$ cat src/source/soc_io_pkg.sv
// ----------------------------------------------------------
// SoC peripheral package with bus widths, address map and
// the types shared by the iomem decode and peripheral blocks
// ----------------------------------------------------------
`default_nettype none

package soc_io_pkg;

    // Bus widths
    localparam int IOMEM_ADDR_W  = 32;
    localparam int IOMEM_DATA_W  = 32;
    localparam int IOMEM_STRB_W  = 4;
    localparam int IOMEM_WADDR_W = IOMEM_ADDR_W - 2;

    // Scratch RAM window, word addressed
    localparam logic [IOMEM_ADDR_W-1:0] RAM_BASE  = 32'h1000_0000;
    localparam int                      RAM_WORDS = 256;
    localparam int                      RAM_ADDR_W = $clog2(RAM_WORDS);
    localparam logic [IOMEM_ADDR_W-1:0] RAM_LIMIT = RAM_BASE + RAM_WORDS * IOMEM_STRB_W;

    // GPIO register map
    localparam logic [IOMEM_ADDR_W-1:0] GPIO_DIR_ADDR    = 32'h2000_0000;
    localparam logic [IOMEM_ADDR_W-1:0] GPIO_INPUT_ADDR  = 32'h2000_0004;
    localparam logic [IOMEM_ADDR_W-1:0] GPIO_OUTPUT_ADDR = 32'h2000_0008;
    localparam int                      GPIO_NR          = 8;

    // LED matrix, 8 columns by 4 rows
    localparam logic [IOMEM_ADDR_W-1:0] LED_FB_ADDR    = 32'h3000_0000;
    localparam int                      LED_ROWS       = 4;
    localparam int                      LED_COLS       = 8;
    localparam int                      LED_ROW_W      = $clog2(LED_ROWS);
    localparam int                      LED_SCAN_DIV   = 4;
    localparam int                      LED_SCAN_CNT_W = $clog2(LED_SCAN_DIV);

    typedef enum logic [1:0] {
        TGT_RAM,
        TGT_GPIO,
        TGT_LED,
        TGT_NONE
    } iomem_target_e;

    // Bus side sees one word, scanner sees row bytes (row 0 in the low byte)
    typedef union packed {
        logic [IOMEM_DATA_W-1:0]           word;
        logic [LED_ROWS-1:0][LED_COLS-1:0] rows;
    } led_fb_word_u;

endpackage

`default_nettype wire
$ cat src/source/iomem_req_if.sv
// ----------------------------------------------------------
// Decoded iomem request, one strobe per accepted transfer
// ----------------------------------------------------------
`timescale 1ns/1ps
`default_nettype none

interface iomem_req_if;
    import soc_io_pkg::*;

    logic                     strobe;
    iomem_target_e            tgt;
    logic [IOMEM_WADDR_W-1:0] addr;
    logic [IOMEM_STRB_W-1:0]  wstrb;
    logic [IOMEM_DATA_W-1:0]  wdata;

    modport decoder (
        output strobe,
        output tgt,
        output addr,
        output wstrb,
        output wdata
    );

    modport target (
        input strobe,
        input tgt,
        input addr,
        input wstrb,
        input wdata
    );

endinterface

`default_nettype wire

$ cat src/source/iomem_resp_mux.sv
// ----------------------------------------------------------
// Response stage, registers ready and the selected rdata
// ----------------------------------------------------------
`timescale 1ns/1ps
`default_nettype none

module iomem_resp_mux (
    input  logic                                clk,
    input  logic                                arst_n,
    iomem_req_if.target                         req,
    input  logic [soc_io_pkg::IOMEM_DATA_W-1:0] ram_rdata,
    input  logic [soc_io_pkg::IOMEM_DATA_W-1:0] gpio_rdata,
    input  logic [soc_io_pkg::IOMEM_DATA_W-1:0] led_rdata,
    output logic                                iomem_ready,
    output logic [soc_io_pkg::IOMEM_DATA_W-1:0] iomem_rdata
);
    import soc_io_pkg::*;

    logic                    strobe_d;
    iomem_target_e           target_d;
    logic [IOMEM_DATA_W-1:0] rdata_sel;

    // Peripheral read data lands one cycle after the strobe
    always_comb begin
        case (target_d)
            TGT_RAM:  rdata_sel = ram_rdata;
            TGT_GPIO: rdata_sel = gpio_rdata;
            TGT_LED:  rdata_sel = led_rdata;
            default:  rdata_sel = '0;
        endcase
    end

    always_ff @(posedge clk or negedge arst_n) begin
        if (!arst_n) begin
            strobe_d    <= 1'b0;
            target_d    <= TGT_NONE;
            iomem_ready <= 1'b0;
            iomem_rdata <= '0;
        end else begin
            strobe_d    <= req.strobe;
            target_d    <= req.tgt;
            iomem_ready <= strobe_d;
            // Bus reads zero outside the ready cycle
            iomem_rdata <= strobe_d ? rdata_sel : '0;
        end
    end

endmodule

`default_nettype wire

$ cat src/flat_wrapper.sv
// flat-port wrapper written by rule: the top's interface ports become plain ports
module iomem_resp_mux_flat import soc_io_pkg::*;
  (clk, arst_n, ram_rdata, gpio_rdata, led_rdata, iomem_ready, iomem_rdata, req_strobe, req_tgt, req_addr, req_wstrb, req_wdata);
  iomem_req_if req_i ();
  input  logic clk;
  input  logic arst_n;
  input  logic [soc_io_pkg::IOMEM_DATA_W-1:0] ram_rdata;
  input  logic [soc_io_pkg::IOMEM_DATA_W-1:0] gpio_rdata;
  input  logic [soc_io_pkg::IOMEM_DATA_W-1:0] led_rdata;
  output logic iomem_ready;
  output logic [soc_io_pkg::IOMEM_DATA_W-1:0] iomem_rdata;
  input wire logic [$bits(req_i.strobe)-1:0] req_strobe;
  input wire logic [$bits(req_i.tgt)-1:0] req_tgt;
  input wire logic [$bits(req_i.addr)-1:0] req_addr;
  input wire logic [$bits(req_i.wstrb)-1:0] req_wstrb;
  input wire logic [$bits(req_i.wdata)-1:0] req_wdata;
  assign req_i.strobe = req_strobe;
  assign req_i.tgt = req_tgt;
  assign req_i.addr = req_addr;
  assign req_i.wstrb = req_wstrb;
  assign req_i.wdata = req_wdata;
  iomem_resp_mux u_core (.clk(clk), .arst_n(arst_n), .req(req_i), .ram_rdata(ram_rdata), .gpio_rdata(gpio_rdata), .led_rdata(led_rdata), .iomem_ready(iomem_ready), .iomem_rdata(iomem_rdata));
endmodule
$ cat config.mk
export PLATFORM = sky130hd
export DESIGN_NAME = iomem_resp_mux_flat
export DESIGN_NICKNAME = d
export VERILOG_FILES = /design/src/source/soc_io_pkg.sv /design/src/source/iomem_req_if.sv /design/src/source/iomem_resp_mux.sv /design/src/flat_wrapper.sv
export SDC_FILE = /design/constraint.sdc
export NUM_CORES = 1
export LEC_CHECK = 0
export BUFFER_PORTS_ARGS = -buffer_cell sky130_fd_sc_hd__buf_2
export CORE_MARGIN = 2
export CORE_UTILIZATION = 36
export CTS_BUF_LIST = sky130_fd_sc_hd__clkbuf_16
export CTS_CLUSTER_DIAMETER = 200
export DETAILED_ROUTE_END_ITERATION = 6
export GPL_ROUTABILITY_DRIVEN = 0
export PLACE_DENSITY_LB_ADDON = 0.05
export SLEW_MARGIN = 20
export SYNTH_ARGS = -nofsm -noshare
export SYNTH_HDL_FRONTEND = slang
export SYNTH_SLANG_ARGS = --single-unit
$ cat constraint.sdc
create_clock -name clk -period 1.94 [get_ports clk]
set_clock_uncertainty 0.15 [all_clocks]
set_input_delay 0 -clock clk [delete_from_list [all_inputs] [get_ports clk]]
set_output_delay 0 -clock clk [all_outputs]
set_load 0.05 [all_outputs]
==> impl_metrics.py, run 1 <==
metrics = {
    "setup_path": {
        "required_ns": 1.95,
        "worst-endpoint-arrival_ns": 1.55,
        "rr_startpoint": "u_core.target_d[1]$_DFF_PN1_",
        "regToRegSetupSlack_ns": 0.40,
        "end_kind": "flop",
        "r2r-end": "u_core.iomem_rdata[9]$_DFF_PN0_",
        "path_class": "reg -> reg",
        "worstPathMaxFanout": 30,
        "r2r_cells": 4,
        "critPathLaunchType": "flop",
    },
    "timing": {
        "slew_headroom": 0.413,
        "setup_viol": 0,
        "setup_tns_ns": 0,
        "fmax_mhz": 648,
        "worstMarginPinSlew_ns": 0.881,
        "rsz0062_at_grt": "no",
        "layout_worst_path_cycle_share": 0.796,
        "final-hold-violation-count": 0,
        "finalMaxSlewViolations": 0,
        "fin_crit_ns": 1.54,
    },
    "pwr": {
        "vdd_drop_max_mv": 0.473,
        "leakage_nw": 1.90,
        "p_per_area_mw_per_mm2": 594,
    },
    "global_routing": {
        "first_global_vias": 2284,
        "antenna_found_initial": 0,
        "grtUsageTotal": 0.223,
        "grt_first_pass_wirelength_um": 10600,
        "grt_max_degree": 37,
        "grt_overflow": 0,
    },
    "clocking": {
        "cts_tree": "done",
        "clockBufferDepth": 2,
        "clkTransAtPathRegs_ns": 0.06,
        "root_buffer": "clkbuf_16",
        "htreeDepth": 2,
        "numCtsBuffers": 5,
        "cts.sinks": 36,
        "post_cts_buffers": 0,
        "clk_latency_ns": 0.27,
    },
    "yosys": {
        "postSynth.asyncResetShare": 1.00,
        "synth_area_mm2": 0.00196,
        "synth_edf_count": 0,
        "synthCells": 181,
        "synth_fp_nets": 348,
        "synth_area_leaders": "dfrtp_1 (43%), mux2i_1 (16%), nand3b_1 (12%), and2_1 (10%), o21ai_1 (7.2%)",
        "yosys-top-cells-count": "dfrtp_1 (34), and2_1 (32), mux2i_1 (32), nand3b_1 (32), o21ai_1 (28)",
        "synthFlopType": "dfrtp_1",
        "synth-seq-cells": 36,
        "avgSynthCellArea_um2": 10.8,
        "yosysTopAreaCell": "dfrtp_1",
        "synth_cell_types": 12,
        "seq_area_frac_synth": 0.461,
        "synth_most_common_cell": "dfrtp_1",
        "synth_top_area_frac": 0.434,
        "ys.warnings.count": 0,
    },
    "detailed_routing": {
        "drtPass1Iterations": 4,
        "via_count": 2173,
        "wl_um": 6650,
        "ant_nets": 0,
        "avgViaCountPerCell": 4.58,
        "wire_per_inst_um": 14.0,
        "drc": 0,
        "dr.first_iter.drc_count": 62,
    },
    "hold_path": {
        "hold_path_end": "u_core.iomem_rdata[0]$_DFF_PN0_",
        "min_path_type": "in -> reg",
        "holdCritStartpoint": "ram_rdata[0]",
        "holdPathStages": 4,
    },
    "floorplan": {
        "ios": 200,
        "die_y_um": 77.8,
        "dieArea_mm2": 0.00605,
        "core_mm2": 0.00517,
        "die_w_um": 77.8,
        "initial_core_util": 0.379,
        "fp-row-count": 26,
    },
    "layout": {
        "nFillCells": 396,
        "n_antenna_cell": 0,
        "area_growth_pct": 90.0,
        "multiInputGateArea_um2": 921,
        "drive_gt1_frac": 0.361,
        "postLayoutCellArea_mm2": 0.00372,
        "regArea_um2": 903,
        "nets": 570,
    },
    "run_status": {
        "status": "completed",
    },
    "placement": {
        "dpl_cell_area_mm2": 0.00263,
        "hpwl_um": 3320,
        "portBuffers": 133,
    },
    "run": {
        "drv_cap": 0,
    },
}
-- registers in the layout (all words and copies together) (netlist names) --
register,flops
u_core.target_d,2
u_core.iomem_rdata,32
u_core.strobe_d,1
u_core.iomem_ready,1
-- how the worst max path moves through the flow --
stage                                      start                                to  depth (start not counted)
floorplan           u_core.target_d[1]$_DFF_PN1_  u_core.iomem_rdata[11]$_DFF_PN0_                          5
global placement    u_core.target_d[1]$_DFF_PN1_  u_core.iomem_rdata[11]$_DFF_PN0_                          4
detailed placement  u_core.target_d[1]$_DFF_PN1_  u_core.iomem_rdata[29]$_DFF_PN0_                          4
CTS                 u_core.target_d[1]$_DFF_PN1_  u_core.iomem_rdata[29]$_DFF_PN0_                          4
global route        u_core.target_d[1]$_DFF_PN1_  u_core.iomem_rdata[25]$_DFF_PN0_                          4
finish              u_core.target_d[1]$_DFF_PN1_   u_core.iomem_rdata[9]$_DFF_PN0_                          4
-- area by class of cell --
| class | instances | share of cell area |
|---|---|---|
| Clock inverter | 3 | 0.00370 |
| Sequential cell | 36 | 0.243 |
| Tap cell | 70 | 0.0235 |
| Multi-Input combinational cell | 128 | 0.247 |
| Timing Repair Buffer | 232 | 0.449 |
| Clock buffer | 5 | 0.0336 |
-- through the flow --
step | util | total power [W] | std cells | worst slack [ns] | hold WS (ns)
3_3_place_gp | 0.509 | 0.00131 | 371 | 0.434 | -0.0396
3_5_place_dp | 0.509 | 0.00131 | 371 | 0.421 | -0.0427
4_1_cts | 0.720 | 0.00221 | 474 | 0.409 | 0.00238
2_1_floorplan | - | 0.00114 | 181 | 0.501 | -0.446
6_report | 0.720 | 0.00221 | 474 | 0.396 | 0.00528
5_1_grt | 0.720 | 0.00232 | 474 | 0.315 | 0.0250
-- cells in the final DEF (no fill, tap or decap), drive strengths merged --
master	n
and2	32
buf	137
clkbuf	5
o21ai	32
clkinv	3
dfrtp	34
mux2i	32
dlygate4sd3	95
nand3b	32
dfstp	2
-- repair_timing --
item / CTS / global route
hold buffers: 95 / 0
hold endpoints to repair: 69 / 0
resized for setup: 0 / 0
-- worst max-delay path: stages (launching register included) --
cell and delay (ns):
dfstp_2 0.58, buf_12 0.20, mux2i_1 0.26, o21ai_1 0.07, and2_1 0.15
-- cell families (layout without fill, tap and decap cells) --
group,count (synthesis),count (layout),synth area share
AND/OR/NAND/NOR,64,64,0.225
flip-flops,36,36,0.461
AO/OA/AOI/OAI,32,32,0.0817
multiplexers,32,32,0.163
buffers and inverters,17,240,0.0690
-- metal layers --
layer | up-vias | routed length, µm | track usage | part of all wire
met2 | 91 | 3590 | 0.434 | 0.54
li1 | 1071 | - | - | -
met3 | 10 | 379 | 0.0581 | 0.057
met5 | - | 0 | 0 | 0
met1 | 1001 | 2580 | 0.233 | 0.39
met4 | 0 | 102 | 0.0607 | 0.015
-- power breakdown --
group / switching, W / internal, W / total (W)
clock: 0.000288 / 0.000466 / 0.000754
sequential: 0.0000193 / 0.000796 / 0.000816
combinational: 0.000326 / 0.000315 / 0.000641
No activity file was read; power rests on OpenSTA's default activity.
==> inputs of run 2 (changes only) <==
CORE_ASPECT_RATIO = 1.2   (was default)
CORE_UTILIZATION = 32   (was 36)
clock period = 1.25 ns   (was 1.94 ns; I/O delays follow)
==> run 2 against run 1 <==
  * The run now ends with setup timing left
  * Hold slack improved by 0.028 ns
  * Flip-flop and latch count unchanged
  * Register-to-register slack got worse by 0.65 ns
  * Combinational power grew 64%
  * Sequential power rose by 54%
  * First-iteration DRC count shrank 55%
  * Utilization down 6.9 points
  * Routed wire length rose by 0.38%
  * Clock-buffer cell count is the same
  * Setup slack worse by 0.65 ns
  * Power increased by 57%
==> impl_metrics.py, run 2 (same netlist as run 1, synthesis figures left out) <==
metrics = {
    "run_status": {
        "status": "complete, but fails checks",
        "violations": "setup timing",
    },
    "clocking": {
        "root_buffer": "clkbuf_16",
        "cts_tree": "done",
        "clk_latency_ns": 0.27,
        "cts.sinks": 36,
        "numCtsBuffers": 5,
        "clkTransAtPathRegs_ns": 0.05,
        "clockBufferDepth": 2,
        "htreeDepth": 2,
    },
    "timing": {
        "final-hold-violation-count": 0,
        "finalMaxSlewViolations": 0,
        "worstMarginPinSlew_ns": 0.390,
        "setup_tns_ns": -6.92,
        "rsz0062_at_grt": "yes",
        "layout_worst_path_cycle_share": 1.20,
        "fin_ws_ns": -0.251,
        "fmax_mhz": 666,
        "fin_crit_ns": 1.50,
        "setup_viol": 32,
        "slew_headroom": 0.740,
    },
    "pwr": {
        "vdd_drop_max_mv": 0.566,
        "power_w": 0.00346,
        "p_per_area_mw_per_mm2": 891,
        "leakage_nw": 1.96,
    },
    "detailed_routing": {
        "drtPass1Iterations": 4,
        "wire_per_inst_um": 13.4,
        "drc": 0,
        "dr.first_iter.drc_count": 28,
        "wl_um": 6680,
        "avgViaCountPerCell": 4.45,
        "ant_nets": 0,
        "via_count": 2218,
    },
    "setup_path": {
        "path_class": "reg -> reg",
        "critPathMaxStageDelay_ns": 0.59,
        "regToRegSetupSlack_ns": -0.25,
        "required_ns": 1.26,
        "critPathLaunchType": "flop",
        "critical-path-slowest-cell": "dfstp_2",
        "worst-endpoint-arrival_ns": 1.51,
        "worstSetupStartpoint": "u_core.target_d[1]$_DFF_PN1_",
        "end_kind": "flop",
        "rr_startpoint": "u_core.target_d[1]$_DFF_PN1_",
        "crit_buf_inv": 1,
        "worstPathCellList": "buf_12, mux2i_1, o21ai_1, and2_1",
        "worstPathMaxFanout": 18,
        "critPathTopFamily": "flip-flops",
    },
    "floorplan": {
        "dieArea_mm2": 0.00677,
        "die_y_um": 89.7,
        "fp-row-count": 31,
        "initial_core_util": 0.328,
        "die_w_um": 75.4,
        "ios": 200,
        "core_mm2": 0.00597,
    },
    "layout": {
        "fin_util": 0.651,
        "n_antenna_cell": 0,
        "drive_gt1_frac": 0.370,
        "reg_top3": "u_core.iomem_rdata (32), u_core.target_d (2)",
        "top_register": "u_core.iomem_rdata",
        "layout.cells.non_filler": 498,
        "area_growth_pct": 98.3,
        "layout_commonest_cell": "buf_2",
        "nets": 582,
        "layout_common_cells": "buf_2 (133), dlygate4sd3_1 (100), dfrtp_1 (34), nand3b_1 (32), and2_1 (32)",
        "largest_reg_flops": 32,
    },
    "global_routing": {
        "grt_first_pass_wirelength_um": 9790,
        "first_global_vias": 2253,
        "grt_max_degree": 37,
        "grtUsageTotal": 0.189,
        "grt_overflow": 0,
        "antenna_found_initial": 0,
    },
    "placement": {
        "hpwl_um": 3720,
        "place_inst": 388,
        "portBuffers": 133,
    },
    "hold_path": {
        "min_path_type": "in -> async",
    },
    "run": {
        "drv_cap": 0,
    },
}
-- run 2: cell type report --
class / instances / area, µm²
multi-input cells: 128 / 932
fillers: 517 / 2090
clock inverters: 3 / 11.3
clock buffers: 5 / 125
well taps: 82 / 103
repair buffers: 244 / 1810
flip-flops and latches: 36 / 903
-- run 2: metal layers --
layer	vias to the layer above	routed length [µm]	GRT usage
met3	14	452	0.0549
met5	-	0	0
met2	82	3670	0.363
li1	1097	-	-
met4	0	133	0.0658
met1	1025	2420	0.178
-- run 2: final timing paths --
path / endpoint / cells after the start
worst max-delay path: u_core.iomem_rdata[13]$_DFF_PN0_ / 4
worst min-delay path: u_core.iomem_rdata[3]$_DFF_PN0_ / 2
worst max register to register: u_core.iomem_rdata[13]$_DFF_PN0_ / 4
worst min register to register: u_core.iomem_ready$_DFF_PN0_ / 1
max in group asynchronous: u_core.iomem_rdata[5]$_DFF_PN0_ / 3
min in group clk: u_core.target_d[1]$_DFF_PN1_ / 2
-- run 2: what timing repair did --
action / in CTS / in global routing
buffers inserted: 0 / 1
gates resized for setup: 0 / 5
gates cloned: 0 / 1
hold buffers: 100 / 0
endpoints found under the setup margin: 32 / 32
pin swaps: 0 / 1
endpoints found under the hold margin: 71 / 0
-- run 2: power by group --
part,internal [W],leakage [nW],switching [W]
clock network,0.000716,0.0738,0.000439
registers,0.00124,0.468,0.0000204
logic,0.000529,1.42,0.000520
total,0.00248,1.96,0.000979
-- run 2: worst reg2reg max path: stages (launching register included) --
cell	delay, ns
dfstp_2	0.59
buf_12	0.19
mux2i_1	0.25
o21ai_1	0.07
and2_1	0.15
-- run 2: metrics by stage --
stage          hold slack [ns]  setup slack [ns]  instance area, µm²
5_1_grt                 0.0788            -0.340                3890
2_1_floorplan           -0.446            -0.183                1960
4_1_cts                 0.0441            -0.253                3830
3_5_place_dp            -0.206            -0.247                2700
3_3_place_gp            -0.208            -0.245                2700
6_report                0.0338            -0.251                3890
==> inputs of run 3 (changes only) <==
ABC_AREA = 1   (was default)
RECOVER_POWER = 100   (was default)
==> run 3 against run 2 <==
  * The flow still finishes with violations (setup timing)
  * Setup slack improved by 0.071 ns
  * Utilization rose by 5.3 points
  * Via count rose by 20%
  * Sequential power barely moved
  * Sequential share of layout area fell by 0.74 points
  * Flip-flop and latch count did not move
  * First-iteration DRC count rose to 4.3 times the previous value
  * Clock-buffer cell count did not move
  * Routed wire length rose by 21%
  * Final area rose by 3.3%
  * Synthesized cell count rose by 39%
  * Power rose by 2.8%
  * Critical endpoint is now u_core.iomem_rdata[14]$_DFF_PN0_
  * Largest cell class unchanged
==> impl_metrics.py, run 3 <==
metrics = {
    "run_status": {
        "status": "complete, but fails checks",
        "violations": "setup timing",
    },
    "clocking": {
        "cts_tree": "done",
        "htreeDepth": 2,
        "clockBufferDepth": 2,
        "cts.sinks": 36,
        "clkTransAtPathRegs_ns": 0.06,
        "clk_latency_ns": 0.27,
        "root_buffer": "clkbuf_16",
        "numCtsBuffers": 5,
    },
    "global_routing": {
        "grt_overflow": 0,
        "grtUsageTotal": 0.245,
        "first_global_vias": 2666,
        "grt_first_pass_wirelength_um": 12200,
        "antenna_found_initial": 0,
        "grt_max_degree": 34,
    },
    "yosys": {
        "yosysTopAreaCell": "dfrtp_1",
        "synth_edf_count": 0,
        "synth_area_mm2": 0.00191,
        "synth_top_area_frac": 0.444,
        "synthCells": 251,
        "synth_cell_types": 11,
        "postSynth.asyncResetShare": 1.00,
        "synthFlopType": "dfrtp_1",
        "seq_area_frac_synth": 0.472,
        "yosys-top-cells-count": "nand3_1 (96), nand2_1 (64), dfrtp_1 (34)",
        "ys.warnings.count": 0,
        "synth_most_common_cell": "nand3_1",
        "synth_fp_nets": 418,
        "synth_area_leaders": "dfrtp_1 (44%), nand3_1 (25%), nand2_1 (13%), inv_1 (6.3%), buf_6 (2.9%)",
        "avgSynthCellArea_um2": 7.63,
        "synth-seq-cells": 36,
    },
    "placement": {
        "portBuffers": 133,
        "hpwl_um": 4310,
    },
    "layout": {
        "drive_gt1_frac": 0.370,
        "layout_common_cells": "dlygate4sd3_1 (100), buf_2 (99), nand3_1 (82), nand2_1 (54)",
        "nets": 652,
        "top_register": "u_core.iomem_rdata",
        "layout_commonest_cell": "dlygate4sd3_1",
        "n_antenna_cell": 0,
        "area_growth_pct": 110,
        "nFillCells": 471,
        "fin_util": 0.704,
        "reg_top3": "u_core.iomem_rdata (32), u_core.target_d (2)",
        "largest_reg_flops": 32,
    },
    "setup_path": {
        "path_class": "reg -> reg",
        "end_kind": "flop",
        "worst-endpoint-arrival_ns": 1.45,
        "worstPathMaxFanout": 32,
        "required_ns": 1.27,
        "critPathLaunchType": "flop",
    },
    "timing": {
        "slew_headroom": 0.587,
        "final-hold-violation-count": 0,
        "finalMaxSlewViolations": 0,
        "fin_ws_ns": -0.180,
        "rsz0062_at_grt": "yes",
        "worstMarginPinSlew_ns": 0.619,
        "fin_crit_ns": 1.43,
        "fmax_mhz": 699,
        "layout_worst_path_cycle_share": 1.14,
        "holdWs_ns": 0.101,
        "setup_viol": 32,
    },
    "hold_path": {
        "min_path_type": "in -> async",
    },
    "floorplan": {
        "die_w_um": 74.6,
        "dieArea_mm2": 0.00662,
        "die_y_um": 88.7,
        "core_mm2": 0.00571,
        "initial_core_util": 0.336,
        "ios": 200,
        "fp-row-count": 30,
    },
    "pwr": {
        "vdd_drop_max_mv": 0.591,
        "leakage_nw": 2.27,
        "p_per_area_mw_per_mm2": 886,
    },
    "detailed_routing": {
        "wl_um": 8050,
        "via_count": 2657,
        "avgViaCountPerCell": 4.69,
        "drc": 0,
        "dr.first_iter.drc_count": 119,
        "ant_nets": 0,
        "drtPass1Iterations": 4,
        "wire_per_inst_um": 14.2,
    },
    "run": {
        "drv_cap": 0,
    },
}
-- run 3: cell count changes after synthesis, moves of 3 or more --
cell      delta
buf_6        +4
and2_1      -32
o21ai_1     -28
buf_4        +5
buf_2        -3
buf_12       -3
nand2_1     +64
inv_1       +32
buf_1        +3
o21ai_0      -4
clkbuf_1     -3
mux2i_1     -32
nand3b_1    -32
nand3_1     +96
-- run 3: layout make-up --
cell class	instances	area [µm²]	area share
Sequential cell	36	903	0.225
Timing Repair Buffer	247	1890	0.471
Multi-Input combinational cell	161	843	0.210
Clock inverter	3	11.3	0.00281
Clock buffer	5	125	0.0312
Tap cell	80	100	0.0249
Inverter	34	140	0.0349
-- run 3: stage by stage --
stage          power, W  TNS (ns)  cell area, µm²  setup WS (ns)  instances
6_report        0.00356     -4.17            4010         -0.180        566
5_1_grt         0.00372     -6.94            4010         -0.235        566
4_1_cts         0.00356     -4.00            3960         -0.144        566
3_5_place_dp    0.00207     -4.59            2660         -0.171        454
3_3_place_gp    0.00207     -3.92            2660         -0.137        454
2_1_floorplan   0.00178    -0.942            1940        -0.0304        251
-- run 3: layer usage --
| layer | global-route usage | share of wire | vias up |
|---|---|---|---|
| met5 | 0 | 0 | - |
| met4 | 0.107 | 0.034 | 0 |
| met3 | 0.0558 | 0.069 | 22 |
| met2 | 0.457 | 0.53 | 143 |
| met1 | 0.259 | 0.36 | 1224 |
| li1 | - | - | 1268 |
-- run 3: cells by family after synthesis --
group,Yosys count,share of synthesized area
buffers and inverters,54,0.141
DFF,36,0.472
and+or+nand+nor,161,0.387
-- run 3: path summary, 6_finish.rpt --
check / start / endpoint / slack [ns] / cells past startpoint
worst max register to register: u_core.target_d[1]$_DFF_PN1_ / u_core.iomem_rdata[14]$_DFF_PN0_ / -0.18 / 5
worst max-delay path: u_core.target_d[1]$_DFF_PN1_ / u_core.iomem_rdata[14]$_DFF_PN0_ / -0.18 / 5
worst min register to register: u_core.strobe_d$_DFF_PN0_ / u_core.iomem_ready$_DFF_PN0_ / 0.54 / 1
max in group asynchronous: arst_n / u_core.iomem_rdata[29]$_DFF_PN0_ / 0.13 / 3
worst min-delay path: arst_n / u_core.iomem_rdata[5]$_DFF_PN0_ / 0.10 / 2
min in group clk: req_strobe / u_core.strobe_d$_DFF_PN0_ / 0.22 / 2
-- run 3: power breakdown --
group	internal [W]	switching (W)	total, W
logic	0.000515	0.000605	0.00112
clock network	0.000716	0.000452	0.00117
registers	0.00124	0.0000302	0.00127
total	0.00247	0.00109	0.00356
-- run 3: repair_timing --
action / CTS / global route
hold buffers: 100 / 0
endpoints found under the hold margin: 71 / 0
gates cloned: 2 / 0
endpoints found under the setup margin: 32 / 32
resized for setup: 23 / 20
pin swaps: 32 / 1
buffers inserted: 2 / 0
-- run 3: worst max-delay path: stages (launching register included) --
cell	delay [ns]
dfstp_2	0.67
inv_6	0.16
nand3_1	0.13
nand3_1	0.10
nand2_1	0.07
inv_1	0.04
